[src/design/audio_pkg.sv]
// audio package
// widths, register map, voice configuration and the CB2 level for the audio block

package audio_pkg;

    typedef logic        [4:0]  reg_addr_t;  // sound chip register address
    typedef logic        [7:0]  reg_data_t;  // cpu data byte
    typedef logic        [15:0] phase_t;     // voice phase and freq step
    typedef logic signed [11:0] sample_t;    // voice output sample
    typedef logic signed [15:0] mix_t;       // mixed audio, also dac input
    typedef logic        [3:0]  volume_t;    // master volume

    typedef struct packed {
        phase_t freq;         // phase step per cpu enable
        logic   gate;         // voice on, phase held at 0 when low
        logic   wave_square;  // square waveform select
        logic   wave_saw;     // sawtooth waveform select
    } voice_cfg_t;

    localparam int NUM_VOICES = 3;

    // register map, voice registers repeat every stride
    localparam reg_addr_t VOICE_STRIDE = 5'd7;
    localparam reg_addr_t REG_FREQ_LO  = 5'd0;   // offset inside voice
    localparam reg_addr_t REG_FREQ_HI  = 5'd1;   // offset inside voice
    localparam reg_addr_t REG_CTRL     = 5'd4;   // offset inside voice
    localparam reg_addr_t REG_VOLUME   = 5'h18;  // volume in low nibble
    localparam reg_addr_t REG_OSC3     = 5'h1B;  // read only

    localparam mix_t CB2_LEVEL = 16'sh0800;  // added or removed by the via cb2 line

endpackage

[src/design/tone_regs.sv]
// sound chip register file
// cpu writes on the 1 MHz enable, osc3 read-back, per-voice config and volume out

module tone_regs (
    input  logic                   clk_i,
    input  logic                   reset_i,
    input  logic                   cpu_en_i,
    input  logic                   sid_en_i,
    input  logic                   cpu_wr_en_i,
    input  audio_pkg::reg_addr_t   addr_i,
    input  audio_pkg::reg_data_t   data_i,
    input  audio_pkg::phase_t      osc3_phase_i,   // voice 2 phase
    output audio_pkg::reg_data_t   data_o,
    output audio_pkg::voice_cfg_t  voice_cfg_o [audio_pkg::NUM_VOICES],
    output audio_pkg::volume_t     volume_o
);
    import audio_pkg::*;

    voice_cfg_t cfg_q [NUM_VOICES];  // one config per voice
    volume_t    volume_q;
    logic       wr_stb;              // qualified cpu write
    logic [1:0] voice_idx;           // decoded voice number
    reg_addr_t  reg_off;             // offset inside voice block
    logic       voice_hit;           // address falls in a voice block

    assign wr_stb = cpu_en_i && sid_en_i && cpu_wr_en_i;

    // split address into voice index and offset
    always_comb begin
        voice_idx = '0;
        reg_off   = addr_i;
        voice_hit = 1'b0;
        for (int v = 0; v < NUM_VOICES; v++) begin
            if (addr_i >= reg_addr_t'(v * VOICE_STRIDE) &&
                addr_i <  reg_addr_t'((v + 1) * VOICE_STRIDE)) begin
                voice_idx = 2'(v);
                reg_off   = addr_i - reg_addr_t'(v * VOICE_STRIDE);
                voice_hit = 1'b1;
            end
        end
    end

    always_ff @(posedge clk_i) begin
        if (reset_i) begin
            for (int v = 0; v < NUM_VOICES; v++) begin
                cfg_q[v] <= '0;
            end
            volume_q <= '0;
        end else if (wr_stb) begin
            if (voice_hit) begin
                case (reg_off)
                    REG_FREQ_LO: cfg_q[voice_idx].freq[7:0]  <= data_i;
                    REG_FREQ_HI: cfg_q[voice_idx].freq[15:8] <= data_i;
                    REG_CTRL: begin
                        cfg_q[voice_idx].gate        <= data_i[0];  // bit 0
                        cfg_q[voice_idx].wave_square <= data_i[4];  // bit 4
                        cfg_q[voice_idx].wave_saw    <= data_i[5];  // bit 5
                    end
                    default: ;  // unused voice regs ignored
                endcase
            end else if (addr_i == REG_VOLUME) begin
                volume_q <= data_i[3:0];  // low nibble only
            end
        end
    end

    assign voice_cfg_o = cfg_q;
    assign volume_o    = volume_q;

    // write-only regs read 0, osc3 gives top of voice 2 phase
    assign data_o = (addr_i == REG_OSC3) ? osc3_phase_i[15:8] : '0;

endmodule

[src/design/tone_voice.sv]
// tone voice
// phase accumulator stepped on the cpu enable, shaped into square or sawtooth

module tone_voice (
    input  logic                  clk_i,
    input  logic                  reset_i,
    input  logic                  cpu_en_i,
    input  audio_pkg::voice_cfg_t cfg_i,
    output audio_pkg::phase_t     phase_o,
    output audio_pkg::sample_t    sample_o
);
    import audio_pkg::*;

    localparam sample_t SAMPLE_MAX = 12'sh7FF;
    localparam sample_t SAMPLE_MIN = 12'sh800;

    phase_t  phase_q;
    sample_t saw_wave;     // sawtooth from top phase bits
    sample_t square_wave;  // full scale square

    always_ff @(posedge clk_i) begin
        if (reset_i) begin
            phase_q <= '0;
        end else if (!cfg_i.gate) begin
            phase_q <= '0;  // gate off holds phase
        end else if (cpu_en_i) begin
            phase_q <= phase_q + cfg_i.freq;  // wraps mod 2^16
        end
    end

    // unsigned ramp to signed by flipping msb
    assign saw_wave    = {~phase_q[15], phase_q[14:4]};
    assign square_wave = phase_q[15] ? SAMPLE_MAX : SAMPLE_MIN;

    always_comb begin
        sample_o = '0;  // silent unless gated and a wave picked
        if (cfg_i.gate) begin
            case ({cfg_i.wave_square, cfg_i.wave_saw})
                2'b01:   sample_o = saw_wave;
                2'b10:   sample_o = square_wave;
                2'b11:   sample_o = saw_wave & square_wave;  // combined waveform
                default: sample_o = '0;
            endcase
        end
    end

    assign phase_o = phase_q;

endmodule

[src/design/audio_mixer.sv]
// audio mixer
// sums the voices, applies master volume and cb2 level, clamps to 16 bits

module audio_mixer (
    input  logic                 clk_i,
    input  logic                 reset_i,
    input  logic                 via_cb2_i,
    input  logic                 diag_i,
    input  audio_pkg::sample_t   samples_i [audio_pkg::NUM_VOICES],
    input  audio_pkg::volume_t   volume_i,
    output audio_pkg::mix_t      mix_o
);
    import audio_pkg::*;

    logic signed [19:0] voice_sum;  // room for 3 x 12 bit x 15
    logic signed [19:0] vol_ext;    // volume as positive signed
    logic signed [19:0] scaled;
    logic signed [19:0] with_cb2;
    mix_t               mix_next;
    mix_t               mix_q;

    always_comb begin
        voice_sum = '0;
        for (int v = 0; v < NUM_VOICES; v++) begin
            voice_sum = voice_sum + 20'(samples_i[v]);  // sign extended
        end
    end

    assign vol_ext = $signed({16'd0, volume_i});
    assign scaled  = (voice_sum * vol_ext) >>> 2;

    // cb2 pushes level up when jumper allows, down otherwise
    assign with_cb2 = (via_cb2_i && diag_i) ? scaled + 20'(CB2_LEVEL)
                                            : scaled - 20'(CB2_LEVEL);

    always_comb begin
        if (with_cb2 > 20'sd32767) begin
            mix_next = 16'sh7FFF;  // clip high
        end else if (with_cb2 < -20'sd32768) begin
            mix_next = 16'sh8000;  // clip low
        end else begin
            mix_next = with_cb2[15:0];
        end
    end

    always_ff @(posedge clk_i) begin
        if (reset_i) begin
            mix_q <= '0;
        end else begin
            mix_q <= mix_next;
        end
    end

    assign mix_o = mix_q;

endmodule

[src/design/delta_sigma_dac.sv]
// first-order delta-sigma dac
// signed mix to 1-bit pulse density from the accumulator carry

module delta_sigma_dac (
    input  logic            clk_i,
    input  logic            reset_i,
    input  audio_pkg::mix_t dac_i,
    output logic            dac_o
);
    import audio_pkg::*;

    logic [15:0] biased;  // offset binary, 0x8000 is midscale
    logic [16:0] acc_q;   // msb is the carry out

    assign biased = dac_i + 16'h8000;

    always_ff @(posedge clk_i) begin
        if (reset_i) begin
            acc_q <= '0;
        end else begin
            acc_q <= acc_q[15:0] + biased;  // carry dropped into next sum
        end
    end

    assign dac_o = acc_q[16];

endmodule

[src/design/audio.sv]
// audio top level
// register file, three tone voices, mixer with cb2 and delta-sigma dac

module audio (
    input  logic                 clk_i,
    input  logic                 reset_i,
    input  logic                 cpu_en_i,      // 1 MHz enable
    input  logic                 sid_en_i,      // chip select
    input  logic                 cpu_wr_en_i,
    input  audio_pkg::reg_addr_t addr_i,
    input  audio_pkg::reg_data_t data_i,        // cpu write data
    output audio_pkg::reg_data_t data_o,        // cpu read data
    input  logic                 diag_i,        // diagnostic jumper
    input  logic                 via_cb2_i,
    output logic                 audio_o        // pdm audio pin
);
    import audio_pkg::*;

    voice_cfg_t voice_cfg    [NUM_VOICES];
    phase_t     voice_phase  [NUM_VOICES];
    sample_t    voice_sample [NUM_VOICES];
    volume_t    volume;
    mix_t       mix;

    tone_regs regs (
        .clk_i        (clk_i),
        .reset_i      (reset_i),
        .cpu_en_i     (cpu_en_i),
        .sid_en_i     (sid_en_i),
        .cpu_wr_en_i  (cpu_wr_en_i),
        .addr_i       (addr_i),
        .data_i       (data_i),
        .osc3_phase_i (voice_phase[NUM_VOICES-1]),  // voice 2 feeds osc3
        .data_o       (data_o),
        .voice_cfg_o  (voice_cfg),
        .volume_o     (volume)
    );

    for (genvar v = 0; v < NUM_VOICES; v++) begin : g_voice
        tone_voice voice (
            .clk_i    (clk_i),
            .reset_i  (reset_i),
            .cpu_en_i (cpu_en_i),
            .cfg_i    (voice_cfg[v]),
            .phase_o  (voice_phase[v]),
            .sample_o (voice_sample[v])
        );
    end

    audio_mixer mixer (
        .clk_i     (clk_i),
        .reset_i   (reset_i),
        .via_cb2_i (via_cb2_i),
        .diag_i    (diag_i),
        .samples_i (voice_sample),
        .volume_i  (volume),
        .mix_o     (mix)
    );

    delta_sigma_dac dac (
        .clk_i   (clk_i),
        .reset_i (reset_i),
        .dac_i   (mix),
        .dac_o   (audio_o)
    );

endmodule

[config.mk]
export PLATFORM = sky130hd
export DESIGN_NAME = audio
export DESIGN_NICKNAME = d
export VERILOG_FILES = /design/src/design/audio_pkg.sv /design/src/design/tone_regs.sv /design/src/design/tone_voice.sv /design/src/design/audio_mixer.sv /design/src/design/delta_sigma_dac.sv /design/src/design/audio.sv
export SDC_FILE = /design/constraint.sdc
export NUM_CORES = 1
export LEC_CHECK = 0
export ABC_AREA = 1
export BUFFER_PORTS_ARGS = -buffer_cell sky130_fd_sc_hd__buf_2
export CAP_MARGIN = 0
export CORE_MARGIN = 1.5
export CORE_UTILIZATION = 45
export CTS_BUF_LIST = sky130_fd_sc_hd__clkbuf_4 sky130_fd_sc_hd__clkbuf_8 sky130_fd_sc_hd__clkbuf_16
export DETAILED_ROUTE_END_ITERATION = 16
export GPL_ROUTABILITY_DRIVEN = 1
export PLACE_DENSITY = 0.62
export SLEW_MARGIN = 20
export SYNTH_ARGS = -nofsm -noshare
export SYNTH_HDL_FRONTEND = slang
export SYNTH_SLANG_ARGS = --single-unit
export TNS_END_PERCENT = 1
[constraint.sdc]
create_clock -name clk_i -period 20.5 [get_ports clk_i]
set_input_delay 2.05 -clock clk_i [delete_from_list [all_inputs] [get_ports clk_i]]
set_output_delay 2.05 -clock clk_i [all_outputs]
set_load 0.02 [all_outputs]
# After elaboration in Yosys (flattened, before gate mapping)
# Cells that the tools add are included.
# Widths: inputs -> output; s select.
# totals
elab_cells	116
out_inout_bits	9
reg_bits	142
# classes
mux	36
n_mul	1
n_reduce_logical	15
n_addsub	11
n_eq_ne	13
n_lt_le_gt_ge	10
bitwise_logic	11
# ops
cell	n
$bwmux 57	5
$demux 19 s2	5
$pmux 57 s3	1
$pmux 12 s3	3
$mux 12	6
$add 16x16->16	3
$and 12x12->12	3
$gt 20x16->1 const B	1
$lt 20x16->1 const B	1
$mul 20x5->20	1
$mux 20	1
$add 18x13->19 const B	1
$mux 19	1
$sub 18x13->19 const B	1
$add 16x16->17	1
$add 16x16->16 const B	1
$mux 16	1
$mux 15	1
$add 13x12->14	1
$add 12x12->13	1
$eq 2x2->1 const B	6
$mux 11	1
$eq 5x5->1 const B	2
$mux 5	2
24 further kinds	47

# Depth between registers and ports, before layout
# Gate-level depths: netlist of run 1.
# depth
ltp_word	13
mapped_depth	46

# Hierarchy
# From an unflattened synthesis of run 1, not the netlist that was laid out.
# hier_totals
cells_unflattened	2118
area_unflattened_um2	13362.8
# modules_own_cells
mod	instances	area_per_inst_um2	seq_area_each_um2	cells_each
audio_mixer	1	3697.3	320.3	503
tone_regs	1	3373.2	1221.2	525
tone_voice (g_voice[0].voice ...)	2	1640.3	320.3	290
tone_voice (g_voice[2].voice)	1	1632.8	320.3	287
delta_sigma_dac	1	1378.8	340.3	223

# Least setup slack after synthesis of run 1
# OpenSTA, ideal clock, no wires.
# synth_path
path_kind	reg2reg
startpoint	reg with a tool-made name
endpoint	reg mixer.mix_q[10], in the netlist mixer.mix_o[10]
path_buffers	1
setup_slack_ns	13.337
stages_incl_launch_ff	43
t_arrival_ns	7.038
required_time_ns	20.374
cell_sequence	dfxtp_1 -> inv_1 -> a21oi_1 -> nand2_1 -> inv_1 -> o21ai_0 -> fa_1 -> inv_1 -> ha_1 -> inv_1 -> o21bai_1 -> a31oi_1 -> inv_1 -> a21oi_1 -> o21ai_0 -> xnor2_1 -> nor2_1 -> ha_1 -> [... 7 more ...] -> a21oi_1 -> nand2_1 -> a21boi_0 -> o21bai_1 -> xor2_1 -> ha_1 -> a21oi_1 -> nand2_1 -> nand2_1 -> nand2_1 -> nand2_1 -> nand2_1 -> xor2_1 -> nor2_1 -> nand3_1 -> nand3_1 -> clkbuf_1 -> nand2_1
# synth_rtl
item	line_no	text
end signal: assignment	audio_mixer.sv:50	mix_q <= mix_next;
end: declaration	audio_mixer.sv:20	mix_t mix_q;

==> impl_metrics.csv, run 1 <==
group,metric,value,unit
drt,first_pass_iters,6,
synthesis,ys_types,42,
cts,postCtsSetupRepairBufs,0,
power,p_leak,6.821,nW
cts,ctsHoldBuffers,0,
setup_path,arrival,8.48,ns
finish,syn_to_final_growth,7.583,%
placement,hpwl,24180,um
grt,grt_pass1_wl,52000,um
power,power.density,49.74,mW/mm2
finish,nets,1972,
cts,path_clk_slew,0.07,ns
sta,setup_viol,0,
grt,grt_util_all_layers,23.13,%
finish,nFillCells,2678,
grt,grt_pass1_vias,10580,
setup_path,crit_path_start_kind,"flip-flop",
synthesis,netlist_instances,1780,
drt,drt-total-wl,31440,um
floorplan,dieArea,0.02791,mm2
synthesis,synth_top_area_cell,"dfxtp_1",
sta,grt_setup_unrepaired,"no",
placement,place_congestion,0.9227,
sta,slew_violations,0,
drt,m1WireLength,14710,um
sta,fmax,123.3,MHz
cts,clockBufferDepth,2,
setup_path,path_class,"flip-flop to flip-flop",
sta,relSlewSlack,33.83,%
synthesis,seq_area_frac_synth,23.47,%
power,total_power,0.0006480,W
placement,numPortBuffers,28,
power,comb_power_share,9.6,%
power,p_sw,0.0001877,W
setup_path,cpPeakStageDelay,0.55,ns
setup_path,cpMostUsedCell,"nand2_1",
sta,period_minus_slack,8.111,ns
drt,via_per_inst,5.198,
flow_run,max_cap_viol_count,0,
floorplan,die_w,167.1,um
setup_path,cp_top_family,"adder cells",
grt,grt_max_degree,54,
grt,antenna_found_initial,2,
cts,cts_root_buf,"clkbuf_16",
drt,num_vias,11090,
power,p_sw_share,28.97,%
power,seqPwrFrac,43.9,%
placement,placedCellCount,2100,
synthesis,synth_area_per_cell,6.804,um2
sta,hold_violations,0,
floorplan,initial_core_util,46.21,%
finish,stdcell_count,2133,
synthesis,mappedNetlistNets,1968,
sta,post-route-period-util,39.56,%
setup_path,slowest_stage,"fa_1",
cts,htreeDepth,4,
cts,cts_buffers,17,
drt,drt_iter0_drc,820,
floorplan,rows,59,
sta,setup_tns,0,ns
setup_path,crit_path_end_kind,"flip-flop",
grt,grt-ovfl-total,0,
hold_path,hold_class,"flip-flop to flip-flop",
power,clockPowerShare,46.5,%
synthesis,ys_ff_latch,142,
setup_path,worstPathRequired,20.87,ns
sta,finClkSkew,0.01381,ns
power,internal_power,0.0004603,W
floorplan,die_h,167.1,um
drt,met2_length,14740,um
drt,top_layer,"met4",
drt,dr_wl_met3,1390,um
synthesis,synth_top_cell_area_share,23.47,%
power,vdd_ir_drop_max,0.03925,mV
sta,worstMarginPinSlew,0.9926,ns
cts,cts_resized,0,
run_status,status,"completed",
cts,insertion_delay,0.44,ns
cts,clock_sinks,142,
synthesis,yosys_warnings,0,
drt,wl_per_cell,14.74,um
drt,ant_nets,0,
setup_path,path_buf_inv,7,
floorplan,io-pin-count,29,
cts,cts_tree,"built",
setup_path,cp_max_fo,13,
synthesis,synth_area,0.01211,mm2
finish,drive_gt1_share,5.287,%
drt,drc,0,
synthesis,synth.area.top_cells,"dfxtp_1, ha_1, nand2_1",
floorplan,core_area,0.02621,mm2
==> Yosys cell counts <==
cell,count
nand2_1,347
inv_1,283
nor2_1,196
a21oi_1,170
dfxtp_1,142
o21ai_0,130
ha_1,120
nand3_1,111
fa_1,48
xor2_1,44
clkbuf_1,29
xnor2_1,21
nor3_1,15
o211ai_1,12
nand4_1,10
a21o_1,9
buf_2,8
or2_2,8
o21a_1,7
o31ai_1,7
a31oi_1,6
inv_2,6
nand2_2,6
o21bai_1,6
buf_6,5
nand3b_1,5
buf_1,4
nand2_4,4
a21boi_0,3
nor2_2,3
and2_1,2
o2111ai_1,2
o221ai_1,2
a211oi_1,1
a311oi_1,1
a31o_2,1
clkinv_1,1
nand3_2,1
nand4_4,1
nor2_4,1
or2_0,1
xor2_2,1
==> cells in the final DEF, fill, tap and decap left out, drive strengths merged, types with 3 or more instances in the layout <==
cell type and instances:
o21bai 6, nand3b 5, a21oi 170, o21ai 130, o211ai 12, o31ai 7, o21a 7, a31oi 6
buf 31, dfxtp 142, inv 297, clkbuf 18, clkinv 5, fa 48, xor2 45, nor3 15
nand4 11, nor2 200, xnor2 21, a21boi 3, ha 120, nand2 357, or2 9, a21o 9
nand3 112
==> worst register-to-register path, delay by kind of cell (launching register included) <==
family          cells  cell delay [ns]
buf+inv             7             0.67
flops               1             0.36
simple gates       13             1.38
xor+xnor            3             0.61
compound gates     12             2.03
fa+ha+maj           7             2.96
==> metrics by stage <==
stage	instance area [um2]	hold slack [ns]	setup slack [ns]	utilization, %
after floorplan	12110	0.4445	13.34	-
after CTS	13030	0.4686	12.43	49.71
after global routing	13030	0.4896	11.62	49.71
after detailed placement	12470	0.4598	12.47	47.59
final	13030	0.4692	12.39	49.72
after global placement	12470	0.4518	12.70	47.59
==> layout make-up <==
type	instances	area, um2	area share (%)
Clock buffer	18	432.9	3.323
Timing Repair Buffer	31	162.7	1.248
Clock inverter	14	121.4	0.9315
Multi-Input combinational cell	1302	7959	61.09
Tap cell	335	419.2	3.217
Inverter	290	1089	8.355
Sequential cell	142	2843	21.82
Antenna cell	1	2.502	0.01921
==> cell families (layout without fill, tap and decap cells) <==
group | after synthesis | after routing | share of synthesized area [%]
flops | 142 | 142 | 23.47
xor+xnor | 66 | 66 | 4.835
compound gates | 357 | 357 | 15.93
other cells | 0 | 1 | 0
fa+ha+maj | 168 | 168 | 20.33
buf+inv | 336 | 353 | 10.81
simple gates | 711 | 711 | 24.62
==> metal layers <==
metal	vias to the layer above	track usage, %
met2	228	39.99
met5	-	0
met3	37	3.683
met4	0	6.680
met1	5064	29.67
li1	5759	-
==> power by group through the flow <==
stage	combinational (W)	clock, W	sequential (W)
5_1_grt	0.0000703	0.000319	0.000285
2_1_floorplan	0.0000459	0	0.000290
4_1_cts	0.0000619	0.000306	0.000284
3_5_place_dp	0.0000616	0	0.000291
3_3_place_gp	0.0000610	0	0.000291
6_report	0.0000623	0.000301	0.000284
==> final timing paths <==
path,from,slack (ns),to,cells after the start
setup / recovery,flip-flop,12.39,mixer.mix_o[1]$_SDFF_PP0_,42
hold / removal,flip-flop,0.47,flip-flop,2
setup reg to reg,flip-flop,12.39,mixer.mix_o[1]$_SDFF_PP0_,42
hold reg to reg,flip-flop,0.47,flip-flop,2
(Power assumes the default switching activity.)
==> run 2, diff against run 1 <==
- PLACE_DENSITY: 0.62 -> 0.64
- clock period: 20.5 -> 7.1 ns (I/O delays scaled with it)
==> run 2 against run 1 <==
Combinational power increased to 3.1 times the previous value. Hold slack improved by 0.0042 ns. Design area increased by 13%. First-iteration DRC count decreased by 15%. Final cell count increased by 5.3%. Register-to-register slack got worse by 12 ns. Non-clock buffer count increased by 112. Die area unchanged. Power increased to 3.0 times the previous value. Core utilization increased by 6.2 points. Sequential share of layout area decreased by 2.4 points. Critical endpoint is now mixer.mix_o[13]$_SDFF_PP0_.
==> impl_metrics.csv, run 2 (synthesis results as in run 1) <==
group,metric,value,unit
run_status,status,"completed",
setup_path,cpPeakStageDelay,0.58,ns
floorplan,initial_core_util,46.21,%
sta,slew_violations,0,
setup_path,slowest_stage,"fa_1",
power,comb_power_share,9.9,%
floorplan,rows,59,
drt,first_pass_iters,5,
finish,nFillCells,2526,
placement,place_congestion,0.9076,
sta,hold_violations,0,
cts,clockBufferDepth,2,
finish,nets,2085,
setup_path,r2r_cells,41,
drt,drt-total-wl,33650,um
cts,cts_root_buf,"clkbuf_16",
drt,ant_nets,0,
floorplan,core_area,0.02621,mm2
power,seqPwrFrac,42.7,%
floorplan,die_w,167.1,um
setup_path,cpMostUsedCell,"nand2_1",
drt,wl_per_cell,14.99,um
cts,ctsHoldBuffers,0,
cts,htreeDepth,4,
grt,grt_pass1_vias,11030,
grt,grt-ovfl-total,0,
sta,relSlewSlack,40.30,%
cts,clock_sinks,142,
grt,groute.layer.met1.usage,29.63,%
finish,final_cell_mix,"nand2_1, inv_1, nor2_1",
finish,fin_area,0.01466,mm2
setup_path,worstPathRequired,7.42,ns
drt,drt_iter0_drc,699,
finish,num_antenna_cells,0,
setup_path,crit_path_end_kind,"flip-flop",
setup_path,arrival,7.27,ns
power,p_sw_share,28.37,%
finish,drive_gt1_share,17.85,%
flow_run,max_cap_viol_count,0,
placement,numPortBuffers,28,
finish,syn_to_final_growth,21.06,%
sta,grt_setup_unrepaired,"yes",
finish,final_common_cell,"nand2_1",
setup_path,path_class,"flip-flop to flip-flop",
floorplan,dieArea,0.02791,mm2
sta,setup_viol,0,
drt,via_per_inst,5.178,
grt,grt_util_all_layers,23.71,%
finish,finish.utilization,55.94,%
setup_path,cp_max_fo,12,
floorplan,io-pin-count,29,
placement,dpl_cell_area,0.01313,mm2
hold_path,hold_class,"flip-flop to flip-flop",
power,power.density,131.3,mW/mm2
grt,antenna_found_initial,0,
grt,grt_max_degree,52,
hold_path,hold_depth,2,
power,vdd_ir_drop_max,0.1475,mV
cts,cts_buffers,17,
power,internal_power,0.001379,W
cts,cts_tree,"built",
cts,path_clk_slew,0.07,ns
sta,finClkSkew,0.02119,ns
drt,drc,0,
power,p_leak,7.437,nW
power,p_sw,0.0005459,W
cts,insertion_delay,0.44,ns
floorplan,die_h,167.1,um
grt,met2_usage,42.08,%
sta,post-route-period-util,97.98,%
grt,grt-busiest-layer,"met2",
sta,period_minus_slack,6.957,ns
placement,hpwl,25010,um
grt,grt_pass1_wl,53180,um
setup_path,crit_path_start_kind,"flip-flop",
grt,grtUsageMet3,3.493,%
power,clockPowerShare,47.4,%
sta,worstMarginPinSlew,0.8934,ns
drt,num_vias,11630,
sta,fmax,143.7,MHz
[run 2: cell count changes in the layout (fill, tap and decap cells not counted), moves of 21 or more]
cell	change
inv_1	-24
o21ai_0	-31
inv_2	+21
a21oi_1	-23
buf_4	+103
[run 2: power groups by stage]
stage	Sequential, W	Combinational [W]	Clock, W
3_5_place_dp	0.000840	0.000184	0
2_1_floorplan	0.000837	0.000133	0
4_1_cts	0.000822	0.000185	0.000923
5_1_grt	0.000822	0.000216	0.000956
3_3_place_gp	0.000839	0.000179	0
6_report	0.000821	0.000191	0.000912
[run 2: worst max-delay path: cells and delay by family, from the launching register on]
kind                       cells  cell delay [ns]
AOI/OAI and AO/OA              9             1.14
xor gates and xnor gates       3             0.50
adders and majority gates      8             3.09
buffers and inverters         10             0.90
DFF                            1             0.35
and+or+nand+nor               11             0.88
[run 2: worst paths after layout]
check	endpoint	from	slack (ns)
worst max-delay path	mixer.mix_o[13]$_SDFF_PP0_	flip-flop	0.14
worst min-delay path	g_voice[1].voice.phase_o[0]$_SDFFE_PP0P_	g_voice[1].voice.phase_o[0]$_SDFFE_PP0P_	0.47
worst max register to register	mixer.mix_o[13]$_SDFF_PP0_	flip-flop	0.14
worst min register to register	g_voice[1].voice.phase_o[0]$_SDFFE_PP0P_	g_voice[1].voice.phase_o[0]$_SDFFE_PP0P_	0.47
[run 2: area by class of cell]
class                   instances  area (um2)  area share, %
clock buffers                  18       439.2          2.996
clock inverters                14       145.1         0.9900
inverters                     290        1096          7.476
multi-input cells            1302        8658          59.06
flip-flops and latches        142        2849          19.43
well taps                     335       419.2          2.859
repair buffers                143        1046          7.135
repair inverters                1       7.507        0.05121
[run 2: what timing repair did]
action                                  CTS  global route
endpoints found under the setup margin   15            16
cloned                                    1             1
setup buffers                             5            20
resized for setup                        32           169
pin swaps                                 8            81
[run 2: layer usage]
layer | part of all wire (%) | up-vias
li1 | - | 5969
met1 | 45 | 5364
met2 | 49 | 250
met3 | 4.3 | 42
met4 | 1.8 | 0
met5 | 0 | -
[run 2: per-stage QoR]
| stage | hold WS, ns | total power (W) | instances | TNS (ns) | setup WS, ns |
|---|---|---|---|---|---|
| finish | 0.4734 | 0.001925 | 2245 | 0 | 0.1434 |
| floorplan | 0.4445 | 0.0009695 | 1780 | 0 | 0.03643 |
| global placement | 0.4531 | 0.001019 | 2186 | -1.687 | -0.1296 |
| CTS | 0.4738 | 0.001930 | 2224 | 0 | 0.003472 |
| global route | 0.5000 | 0.001995 | 2245 | -3.626 | -0.2562 |
| detailed placement | 0.4648 | 0.001023 | 2186 | -4.206 | -0.3093 |
